**src/verilog/exec_pkg.sv**
```systemverilog
/*
  Shared definitions for the execute unit: instruction field positions,
  opcodes, ALU codes, exception IDs, bus word addresses and status bits.
  Every design file pulls in what it needs with a wildcard import.
*/
package exec_pkg;

    localparam int unsigned WORD_W = 32;              // datapath width fixed by the ISA

    typedef logic [WORD_W-1:0] word_t;
    typedef logic [4:0]        opcode_t;              // major opcode
    typedef logic [4:0]        alu_op_t;              // ALU function code
    typedef logic [4:0]        shamt_t;               // shift amount
    typedef logic [2:0]        exc_id_t;              // exception ID written as result
    typedef logic [2:0]        reg_addr_t;            // bus word address

    // instruction field positions
    localparam int unsigned OPC_MSB   = 31;
    localparam int unsigned OPC_LSB   = 27;
    localparam int unsigned ALU_MSB   = 6;
    localparam int unsigned ALU_LSB   = 2;
    localparam int unsigned SHAMT_MSB = 11;
    localparam int unsigned SHAMT_LSB = 7;
    localparam int unsigned IMM_MSB   = 16;           // immediate is bits 16..0

    localparam opcode_t OPC_RTYPE = 5'd0;
    localparam opcode_t OPC_ADDI  = 5'd5;             // anything else runs as R-type

    localparam alu_op_t ALU_ADD = 5'd0;
    localparam alu_op_t ALU_SUB = 5'd1;
    localparam alu_op_t ALU_AND = 5'd2;
    localparam alu_op_t ALU_OR  = 5'd3;
    localparam alu_op_t ALU_SLL = 5'd4;
    localparam alu_op_t ALU_SRA = 5'd5;
    localparam alu_op_t ALU_MUL = 5'd6;
    localparam alu_op_t ALU_DIV = 5'd7;

    localparam exc_id_t EXC_ADD  = 3'd1;
    localparam exc_id_t EXC_ADDI = 3'd2;
    localparam exc_id_t EXC_SUB  = 3'd3;
    localparam exc_id_t EXC_MUL  = 3'd4;
    localparam exc_id_t EXC_DIV  = 3'd5;

    localparam reg_addr_t ADR_OP_A   = 3'd0;
    localparam reg_addr_t ADR_OP_B   = 3'd1;
    localparam reg_addr_t ADR_INSTR  = 3'd2;          // write launches the operation
    localparam reg_addr_t ADR_RESULT = 3'd3;
    localparam reg_addr_t ADR_STATUS = 3'd4;

    // status word layout
    localparam int unsigned ST_EXC        = 0;
    localparam int unsigned ST_NEQ        = 1;
    localparam int unsigned ST_LT         = 2;
    localparam int unsigned ST_EXC_ID_LSB = 3;        // 3-bit ID in bits 5..3

    localparam int unsigned MULDIV_STEPS = 32;        // iterations per mul or div

endpackage

```
**src/verilog/exec_if.sv**
```systemverilog
/*
  Issued operation, as launched by the bus slave. The ALU and the
  multiply/divide unit see it through exec, the result stage through merge.
  All fields hold their value until the next launch; start is a 1-cycle pulse.
*/
`timescale 1ns/1ps

interface exec_if import exec_pkg::*; ();

    word_t   op_a;                                    // operand A as latched at launch
    word_t   op_b_eff;                                // operand B or sign-extended imm
    alu_op_t alu_op;
    shamt_t  shamt;
    logic    is_addi;
    logic    is_muldiv;                               // goes to the iterative unit
    logic    start;

    // bus side drives everything
    modport issue (
        output op_a, op_b_eff, alu_op, shamt, is_addi, is_muldiv, start
    );

    // ALU and multiply/divide unit
    modport exec (
        input op_a, op_b_eff, alu_op, shamt, is_addi, is_muldiv, start
    );

    // result stage needs operands for the overflow check
    modport merge (
        input op_a, op_b_eff, alu_op, is_addi, is_muldiv, start
    );

endinterface

```
**src/verilog/alu.sv**
```systemverilog
/*
  Single-cycle ALU on the issued operands. Add, sub, and, or, sll and sra,
  plus the not-equal and signed less-than flags. Mul and div codes give 0
  here, their result comes from the iterative unit.
*/
`timescale 1ns/1ps

module alu import exec_pkg::*; (
    exec_if.exec  op,
    output word_t alu_result,
    output logic  neq,
    output logic  lt
);

    word_t sum;
    word_t diff;
    word_t sll_res;
    word_t sra_res;

    assign sum     = op.op_a + op.op_b_eff;
    assign diff    = op.op_a - op.op_b_eff;
    assign sll_res = op.op_a << op.shamt;             // shift amount from the instruction
    assign sra_res = word_t'($signed(op.op_a) >>> op.shamt);

    always_comb begin
        if (op.is_addi) begin
            alu_result = sum;                         // addi ignores the ALU code
        end else begin
            case (op.alu_op)
                ALU_ADD: alu_result = sum;
                ALU_SUB: alu_result = diff;
                ALU_AND: alu_result = op.op_a & op.op_b_eff;
                ALU_OR:  alu_result = op.op_a | op.op_b_eff;
                ALU_SLL: alu_result = sll_res;
                ALU_SRA: alu_result = sra_res;
                default: alu_result = '0;             // mul, div and unused codes
            endcase
        end
    end

    // flags compare A against the effective B
    assign neq = (op.op_a != op.op_b_eff);
    assign lt  = ($signed(op.op_a) < $signed(op.op_b_eff));

endmodule

```
**src/verilog/exec_unit.sv**
```systemverilog
/*
  Stand-alone execute unit on a Wishbone classic slave bus.
  Write OP_A, OP_B, then INSTR to launch; read RESULT and STATUS back.
  Only wiring here, the work is done in the sub-blocks.
*/
`timescale 1ns/1ps

module exec_unit import exec_pkg::*; (
    input  logic      clk,
    input  logic      rst_n,
    input  logic      cyc,
    input  logic      stb,
    input  logic      we,
    input  reg_addr_t adr,
    input  word_t     dat_w,
    output word_t     dat_r,
    output logic      ack
);

    word_t alu_result;
    word_t md_result;
    word_t result;
    word_t status;
    logic  neq;
    logic  lt;
    logic  md_done;
    logic  md_exc;
    logic  result_valid;                              // low while an operation runs

    exec_if op_if ();                                 // issued operation

    wb_exec_regs u_regs (
        .clk(clk), .rst_n(rst_n),
        .cyc(cyc), .stb(stb), .we(we), .adr(adr), .dat_w(dat_w),
        .dat_r(dat_r), .ack(ack),
        .op(op_if),
        .result_valid(result_valid), .result(result), .status(status)
    );

    alu u_alu (.op(op_if), .alu_result(alu_result), .neq(neq), .lt(lt));

    multdiv u_multdiv (
        .clk(clk), .rst_n(rst_n), .op(op_if),
        .md_result(md_result), .md_done(md_done), .md_exc(md_exc)
    );

    result_merge u_merge (
        .clk(clk), .rst_n(rst_n), .op(op_if),
        .alu_result(alu_result), .neq(neq), .lt(lt),
        .md_result(md_result), .md_done(md_done), .md_exc(md_exc),
        .result_valid(result_valid), .result(result), .status(status)
    );

endmodule

```
**src/verilog/multdiv.sv**
```systemverilog
/*
  Iterative signed multiply/divide. Works on magnitudes for MULDIV_STEPS
  cycles after a start with is_muldiv set, then pulses md_done for one
  cycle with md_result and md_exc valid. Multiply is shift-add, divide is
  restoring with the quotient truncated toward zero.
*/
`timescale 1ns/1ps

module multdiv import exec_pkg::*; (
    input  logic  clk,
    input  logic  rst_n,
    exec_if.exec  op,
    output word_t md_result,
    output logic  md_done,
    output logic  md_exc
);

    localparam int unsigned CNT_W = $clog2(MULDIV_STEPS);

    logic                busy;
    logic                fin;                         // one cycle after the last step
    logic                is_div;
    logic                res_neg;                     // operand signs differ
    logic                div_zero;
    logic [CNT_W-1:0]    cnt;
    word_t               mcand;                       // multiplicand or divisor magnitude
    logic [2*WORD_W-1:0] p;                           // hi: partial sum / remainder
    logic [2*WORD_W-1:0] prod_s;
    logic [WORD_W:0]     add_sum;
    logic [WORD_W:0]     rem_sh;
    logic [WORD_W:0]     trial;
    word_t               quo_s;
    logic                go;

    function automatic word_t mag(input word_t v);
        return v[WORD_W-1] ? -v : v;                  // most negative stays 2**31 unsigned
    endfunction

    assign go = op.start & op.is_muldiv;

    // one multiply step: add if low bit set, then shift right
    assign add_sum = {1'b0, p[2*WORD_W-1:WORD_W]} + (p[0] ? {1'b0, mcand} : '0);
    // one divide step: shift next dividend bit into the remainder and try
    assign rem_sh  = {p[2*WORD_W-1:WORD_W], p[WORD_W-1]};
    assign trial   = rem_sh - {1'b0, mcand};

    always_ff @(posedge clk) begin
        if (!rst_n) begin
            busy <= 1'b0;
            fin  <= 1'b0;
            cnt  <= '0;
        end else begin
            fin <= 1'b0;
            if (go) begin
                busy <= 1'b1;
                cnt  <= '0;
            end else if (busy) begin
                cnt <= cnt + 1'b1;
                if (cnt == CNT_W'(MULDIV_STEPS - 1)) begin
                    busy <= 1'b0;
                    fin  <= 1'b1;
                end
            end
        end
    end

    always_ff @(posedge clk) begin
        if (go) begin
            is_div   <= (op.alu_op == ALU_DIV);
            res_neg  <= op.op_a[WORD_W-1] ^ op.op_b_eff[WORD_W-1];
            div_zero <= (op.op_b_eff == '0);          // still iterated, result dropped
            mcand    <= mag(op.op_b_eff);
            p        <= {{WORD_W{1'b0}}, mag(op.op_a)};
        end else if (busy) begin
            if (is_div) begin
                if (trial[WORD_W])
                    p <= {rem_sh[WORD_W-1:0], p[WORD_W-2:0], 1'b0};   // restore
                else
                    p <= {trial[WORD_W-1:0], p[WORD_W-2:0], 1'b1};
            end else begin
                p <= {add_sum, p[WORD_W-1:1]};
            end
        end
    end

    // sign fix-up at the end
    assign prod_s = res_neg ? -p : p;
    assign quo_s  = res_neg ? -p[WORD_W-1:0] : p[WORD_W-1:0];    // min / -1 wraps to min

    assign md_result = is_div ? quo_s : prod_s[WORD_W-1:0];
    assign md_exc    = is_div ? div_zero
                              : (prod_s[2*WORD_W-1:WORD_W] != {WORD_W{prod_s[WORD_W-1]}});
    assign md_done   = fin;

endmodule

```
**src/verilog/result_merge.sv**
```systemverilog
/*
  Result stage. Takes the ALU result on start, or the multiply/divide
  result on md_done, and swaps in the exception ID when the operation
  faults. Holds the RESULT and STATUS words and the result_valid flag.
*/
`timescale 1ns/1ps

module result_merge import exec_pkg::*; (
    input  logic  clk,
    input  logic  rst_n,
    exec_if.merge op,
    input  word_t alu_result,
    input  logic  neq,
    input  logic  lt,
    input  word_t md_result,
    input  logic  md_done,
    input  logic  md_exc,
    output logic  result_valid,
    output word_t result,
    output word_t status
);

    logic    is_add;
    logic    is_sub;
    logic    add_ovf;
    logic    sub_ovf;
    logic    alu_exc;
    exc_id_t alu_id;
    exc_id_t md_id;

    function automatic word_t pack_status(input logic exc, input exc_id_t id,
                                          input logic ne, input logic lo);
        word_t s;
        s = '0;
        s[ST_EXC] = exc;
        s[ST_NEQ] = ne;
        s[ST_LT]  = lo;
        s[ST_EXC_ID_LSB +: $bits(exc_id_t)] = exc ? id : '0;
        return s;
    endfunction

    assign is_add  = op.is_addi | (op.alu_op == ALU_ADD);
    assign is_sub  = ~op.is_addi & (op.alu_op == ALU_SUB);
    // signed overflow from operand and result signs
    assign add_ovf = (op.op_a[WORD_W-1] == op.op_b_eff[WORD_W-1]) &
                     (alu_result[WORD_W-1] != op.op_a[WORD_W-1]);
    assign sub_ovf = (op.op_a[WORD_W-1] != op.op_b_eff[WORD_W-1]) &
                     (alu_result[WORD_W-1] != op.op_a[WORD_W-1]);
    assign alu_exc = (is_add & add_ovf) | (is_sub & sub_ovf);
    assign alu_id  = op.is_addi ? EXC_ADDI : (is_sub ? EXC_SUB : EXC_ADD);
    assign md_id   = (op.alu_op == ALU_DIV) ? EXC_DIV : EXC_MUL;   // alu_op held since launch

    always_ff @(posedge clk) begin
        if (!rst_n) begin
            result_valid <= 1'b1;                     // idle counts as done
            result       <= '0;
            status       <= '0;
        end else if (op.start) begin
            if (op.is_muldiv) begin
                result_valid <= 1'b0;                 // wait for md_done
                status       <= pack_status(1'b0, alu_id, neq, lt);
            end else begin
                result_valid <= 1'b1;
                result       <= alu_exc ? word_t'(alu_id) : alu_result;
                status       <= pack_status(alu_exc, alu_id, neq, lt);
            end
        end else if (md_done) begin
            result_valid <= 1'b1;
            result       <= md_exc ? word_t'(md_id) : md_result;
            status       <= pack_status(md_exc, md_id, status[ST_NEQ], status[ST_LT]);
        end
    end

endmodule

```
**src/verilog/wb_exec_regs.sv**
```systemverilog
/*
  Wishbone classic slave holding the operand and instruction registers.
  A write to INSTR decodes the word and launches it on the exec interface.
  Result and status reads, and INSTR writes, stall while an operation runs.
*/
`timescale 1ns/1ps

module wb_exec_regs import exec_pkg::*; (
    input  logic      clk,
    input  logic      rst_n,
    input  logic      cyc,
    input  logic      stb,
    input  logic      we,
    input  reg_addr_t adr,
    input  word_t     dat_w,
    output word_t     dat_r,
    output logic      ack,
    exec_if.issue     op,
    input  logic      result_valid,
    input  word_t     result,
    input  word_t     status
);

    word_t   reg_a;                                   // OP_A as seen by the bus
    word_t   reg_b;
    word_t   reg_instr;
    word_t   imm_ext;
    opcode_t opcode;
    alu_op_t alu_code;
    logic    access;
    logic    rd_result;
    logic    wr_instr;
    logic    hold;
    logic    take;
    logic    launch;

    assign access    = cyc & stb & ~ack;              // new request, not the acked one
    assign rd_result = ~we & ((adr == ADR_RESULT) | (adr == ADR_STATUS));
    assign wr_instr  = we & (adr == ADR_INSTR);
    assign hold      = ~result_valid & (rd_result | wr_instr);    // back-pressure
    assign take      = access & ~hold;
    assign launch    = take & wr_instr;

    // decode straight from the bus word so issue fields line up with start
    assign opcode   = dat_w[OPC_MSB:OPC_LSB];
    assign alu_code = dat_w[ALU_MSB:ALU_LSB];
    assign imm_ext  = {{(WORD_W-IMM_MSB-1){dat_w[IMM_MSB]}}, dat_w[IMM_MSB:0]};

    always_ff @(posedge clk) begin
        if (!rst_n) begin
            ack      <= 1'b0;
            op.start <= 1'b0;
        end else begin
            ack      <= take;                         // one cycle wide
            op.start <= launch;                       // same cycle as the INSTR ack
        end
    end

    // register writes, read-only addresses fall through
    always_ff @(posedge clk) begin
        if (take && we) begin
            case (adr)
                ADR_OP_A:  reg_a     <= dat_w;
                ADR_OP_B:  reg_b     <= dat_w;
                ADR_INSTR: reg_instr <= dat_w;
                default:   ;
            endcase
        end
    end

    // read data valid with ack
    always_ff @(posedge clk) begin
        if (take && !we) begin
            case (adr)
                ADR_OP_A:   dat_r <= reg_a;
                ADR_OP_B:   dat_r <= reg_b;
                ADR_INSTR:  dat_r <= reg_instr;
                ADR_RESULT: dat_r <= result;
                ADR_STATUS: dat_r <= status;
                default:    dat_r <= '0;              // unused addresses
            endcase
        end
    end

    // latch the issued operation, later OP_A/OP_B writes leave it alone
    always_ff @(posedge clk) begin
        if (launch) begin
            op.op_a      <= reg_a;
            op.op_b_eff  <= (opcode == OPC_ADDI) ? imm_ext : reg_b;
            op.alu_op    <= alu_code;
            op.shamt     <= dat_w[SHAMT_MSB:SHAMT_LSB];
            op.is_addi   <= (opcode == OPC_ADDI);
            op.is_muldiv <= (opcode != OPC_ADDI) &
                            ((alu_code == ALU_MUL) | (alu_code == ALU_DIV));
        end
    end

endmodule

```
**config.mk**
```make
export PLATFORM = sky130hd
export DESIGN_NAME = exec_unit
export DESIGN_NICKNAME = d
export VERILOG_FILES = /design/src/verilog/exec_pkg.sv /design/src/verilog/exec_if.sv /design/src/verilog/alu.sv /design/src/verilog/exec_unit.sv /design/src/verilog/multdiv.sv /design/src/verilog/result_merge.sv /design/src/verilog/wb_exec_regs.sv
export SDC_FILE = /design/constraint.sdc
export NUM_CORES = 1
export LEC_CHECK = 0
export ABC_AREA = 1
export BUFFER_PORTS_ARGS = -buffer_cell sky130_fd_sc_hd__clkbuf_2
export CAP_MARGIN = 0
export CORE_MARGIN = 4
export CORE_UTILIZATION = 40
export DETAILED_ROUTE_END_ITERATION = 10
export MAX_ROUTING_LAYER = met4
export SLEW_MARGIN = 25
export SYNTH_ARGS = -nofsm -noshare
export SYNTH_HDL_FRONTEND = slang
export SYNTH_SLANG_ARGS = --single-unit
```
**constraint.sdc**
```tcl
create_clock -name clk -period 8.5 [get_ports clk]
set_input_delay 0 -clock clk [delete_from_list [all_inputs] [get_ports clk]]
set_output_delay 0 -clock clk [all_outputs]
set_load 0.005 [all_outputs]
```
==> results_dict.tcl <==
set metrics [dict create \
    grt_max_degree 76 \
    timing.rr.end "u_merge.result[19]" \
    synth_compound_area_share_pct 18.80 \
    period_share_pct 48.89 \
    postRouteAntennaNets 0 \
    endpoint "u_merge.result[19]" \
    routedWlPerCell_um 25.50 \
    synth_top_family_by_area "simple AND/OR/NAND/NOR gates" \
    cp_max_fo 66 \
    synth-edff-count 271 \
    nFillCells 7905 \
    fmax_ghz 0.2407 \
    die_w_um 283.8 \
    grt_antenna_before_repair 5 \
    core_um2 74950 \
    grt_usage_pct 34.88 \
    io_pins 73 \
    yosys.area_share.simple_pct 28.97 \
    syn_area_um2 30420 \
    overflow 0 \
    drive_above_1_share_pct 5.674 \
    synth_ff_type "edfxtp_1" \
    r2r-start "u_regs.op.shamt[0]" \
    max-slew-margin-rel_pct 30.14 \
    syn_to_final_growth_pct 10.25 \
    slew_violations 0 \
    skew_ns 0.04197 \
    critPathSlowestCell "buf_4" \
    fin_util_pct 44.75 \
    yosys_warnings 0 \
    rows 100 \
    synth_adder_area_share_pct 7.051 \
    peakVddDrop_uv 161.5 \
    end_kind "flop" \
    hpwl_mm 112.5 \
    io_buffers 72 \
    drt_first_pass_iters 6 \
    rsz0062_at_grt "false" \
    place_area_um2 31680 \
    vias 32259 \
    cp_data_required_time_ns 9.00 \
    place.gp.congestion 1.068 \
    layout_commonest_cell "nand2_1" \
    post_cts_buffers 0 \
    hold_viol_final 0 \
    reg2reg_depth 13 \
    grt_pass1_vias 30819 \
    viasPerCell 5.807 \
    drt_iter0_drc 3531 \
    grt_pass1_wl_mm 205.6 \
    power.leakage_nw 14.78 \
    fin_crit_ns 4.155 \
    tightestPinTransition_ns 1.037 \
    initial_core_util_pct 40.58 \
    synthArstFlopShare_pct 0 \
    status "completed" \
    crit_type "flop to flop" \
    postLayoutCellArea_um2 33540 \
    cts.clk_slew.worst_paths_ns 0.07 \
    cts_buffer_depth 3 \
    numCtsBuffers 42 \
    whs_ns 0.05168 \
    htree_levels 2 \
    yosys.area_share.xor_xnor_pct 3.073 \
    synth.area.mux_share_pct 0.4278 \
    path_cells "buf_4 > inv_2 > nand2_1 > nand2_1 > o21ai_0 > o21ai_0 > o21ai_0 > o21ai_0 > a21oi_1 > a21oi_1 > a21oi_1 > o21a_1 > a21oi_1" \
    slowest_delay_ns 0.57 \
    cts_tree "done" \
    synth-seq-cells 351 \
    reg2reg_slack_ns 4.34 \
    drt_drc_violations_left 0 \
    finalNetCount 4758 \
    clockRootBuffer "clkbuf_16" \
    clk_latency_ns 0.62 \
    dieArea_um2 80520 \
    cap_violations 0 \
    mostFrequentLayoutCells "nand2_1, inv_1, nor2_1" \
    syn-instance-count 4534 \
    ys_types 66 \
    setup_viol 0 \
    hold_path_class "input port to flop" \
    arrival_ns 4.66 \
    ys_seq_area_share_pct 32.02 \
    power_density_nw_per_um2 139.3 \
    start_kind "flop" \
    setup-tns-final_ns 0 \
    die_y_um 283.8 \
    drt-total-wl_mm 141.6 \
    clock_sinks 351 \
    cp-startpoint "u_regs.op.shamt[0]" \
    synth_nets 4743 \
    syn_avg_cell_area_um2 6.709 \
]
area by class of cell:
class | instances | area (µm²) | area share [%]
flip-flops and latches | 351 | 9741 | 29.05
clock buffers | 49 | 1130 | 3.369
multi-input cells | 3428 | 17820 | 53.13
inverters | 566 | 2128 | 6.346
well taps | 969 | 1212 | 3.615
clock inverters | 28 | 325.3 | 0.9700
diodes | 4 | 10.01 | 0.02985
repair buffers | 160 | 1171 | 3.492
cells by family after synthesis:
group,after synthesis
buffers and inverters,755
multiplexers,13
AND/OR/NAND/NOR,2110
flip-flops,351
AO/OA/AOI/OAI,1031
XOR/XNOR,105
adder cells (fa/ha/maj),169
repair_timing:
item                                   4_1_cts  5_1_grt
resized for setup                            0        0
endpoints found under the hold margin      156        1
hold buffers                                35        1
state kept, by name (all words and copies together) (netlist names), 6 cells and up:
register	count
u_regs.reg_b	32
u_merge.result	32
u_regs.op.op_a	32
u_regs.reg_a	32
u_merge.status	6
u_regs.dat_r	32
u_regs.op.op_b_eff	32
u_multdiv.mcand	32
u_multdiv.p	64
u_regs.reg_instr	32
layer usage:
layer	share of wire, %	vias to the layer above	GRT usage (%)
met5	0	-	-
met3	7.5	341	4.394
met2	47	1566	57.46
met1	39	15176	42.44
li1	-	15176	-
met4	6.1	0	17.04
stage by stage:
stage	instances	setup slack [ns]	power, mW
6_report	5555	4.345	4.672
5_1_grt	5555	4.123	4.844
4_1_cts	5549	4.439	4.670
3_5_place_dp	5437	4.469	2.740
3_3_place_gp	5435	4.406	2.741
2_1_floorplan	4534	3.776	2.473
Yosys cell counts, types with 5 or more instances:
| cell type | number | area share, % |
|---|---|---|
| clkinv_1 | 7 | 0.086 |
| o21ai_0 | 413 | 6.8 |
| a31oi_1 | 28 | 0.58 |
| o21a_1 | 20 | 0.49 |
| o22ai_1 | 14 | 0.29 |
| nor3_2 | 6 | 0.20 |
| a221o_1 | 5 | 0.16 |
| a21oi_1 | 395 | 6.5 |
| xor2_1 | 87 | 2.5 |
| buf_4 | 5 | 0.12 |
| nand3b_1 | 7 | 0.17 |
| o31ai_1 | 6 | 0.15 |
| buf_2 | 39 | 0.64 |
| nor2_1 | 438 | 5.4 |
| nand2_1 | 1163 | 14 |
| inv_1 | 553 | 6.8 |
| o21bai_1 | 22 | 0.54 |
| a211oi_1 | 10 | 0.25 |
| nand4_1 | 47 | 0.97 |
| a221oi_1 | 8 | 0.23 |
| inv_2 | 5 | 0.062 |
| o211ai_1 | 45 | 1.1 |
| mux2i_1 | 13 | 0.43 |
| nor3_1 | 98 | 1.6 |
| nand3_1 | 287 | 4.7 |
| dfxtp_1 | 80 | 5.3 |
| clkbuf_1 | 116 | 1.4 |
| a21boi_0 | 9 | 0.22 |
| nor2_2 | 6 | 0.12 |
| o2111ai_1 | 18 | 0.52 |
| xnor2_1 | 16 | 0.46 |
| edfxtp_1 | 271 | 27 |
| o21ai_1 | 8 | 0.13 |
| nor4_1 | 14 | 0.29 |
| buf_1 | 22 | 0.27 |
| a21o_1 | 9 | 0.22 |
| ha_1 | 165 | 6.8 |
| nand2_2 | 6 | 0.12 |
| or2_2 | 17 | 0.35 |
worst min path at each step:
stage / startpoint / end / slack, ns / depth (start not counted)
4_1_cts: adr[2] / u_regs.dat_r[0] / 0.04 / 4
5_1_grt: adr[2] / u_regs.dat_r[0] / 0.11 / 4
3_5_place_dp: dat_w[17] / u_regs.reg_a[17] / 0.21 / 1
2_1_floorplan: dat_w[2] / u_regs.op.alu_op[0] / 0.1 / 0
6_report: adr[2] / u_regs.dat_r[0] / 0.05 / 4
3_3_place_gp: dat_w[21] / u_regs.reg_instr[21] / 0.21 / 1
worst max-delay path: cells and delay by family (launching register included):
family	cells	cell delay, ns
AOI/OAI and AO/OA	9	2.28
and+or+nand+nor	2	0.37
buffers and inverters	2	1.01
DFF	1	0.32
where the power goes:
part / internal, mW / switching [mW] / total, mW
sequential: 1.87 / 0.0828 / 1.96
clock: 1.12 / 0.815 / 1.93
combinational: 0.250 / 0.534 / 0.784
total: 3.24 / 1.43 / 4.67
Note: power is estimated with default switching activity, not from simulation.
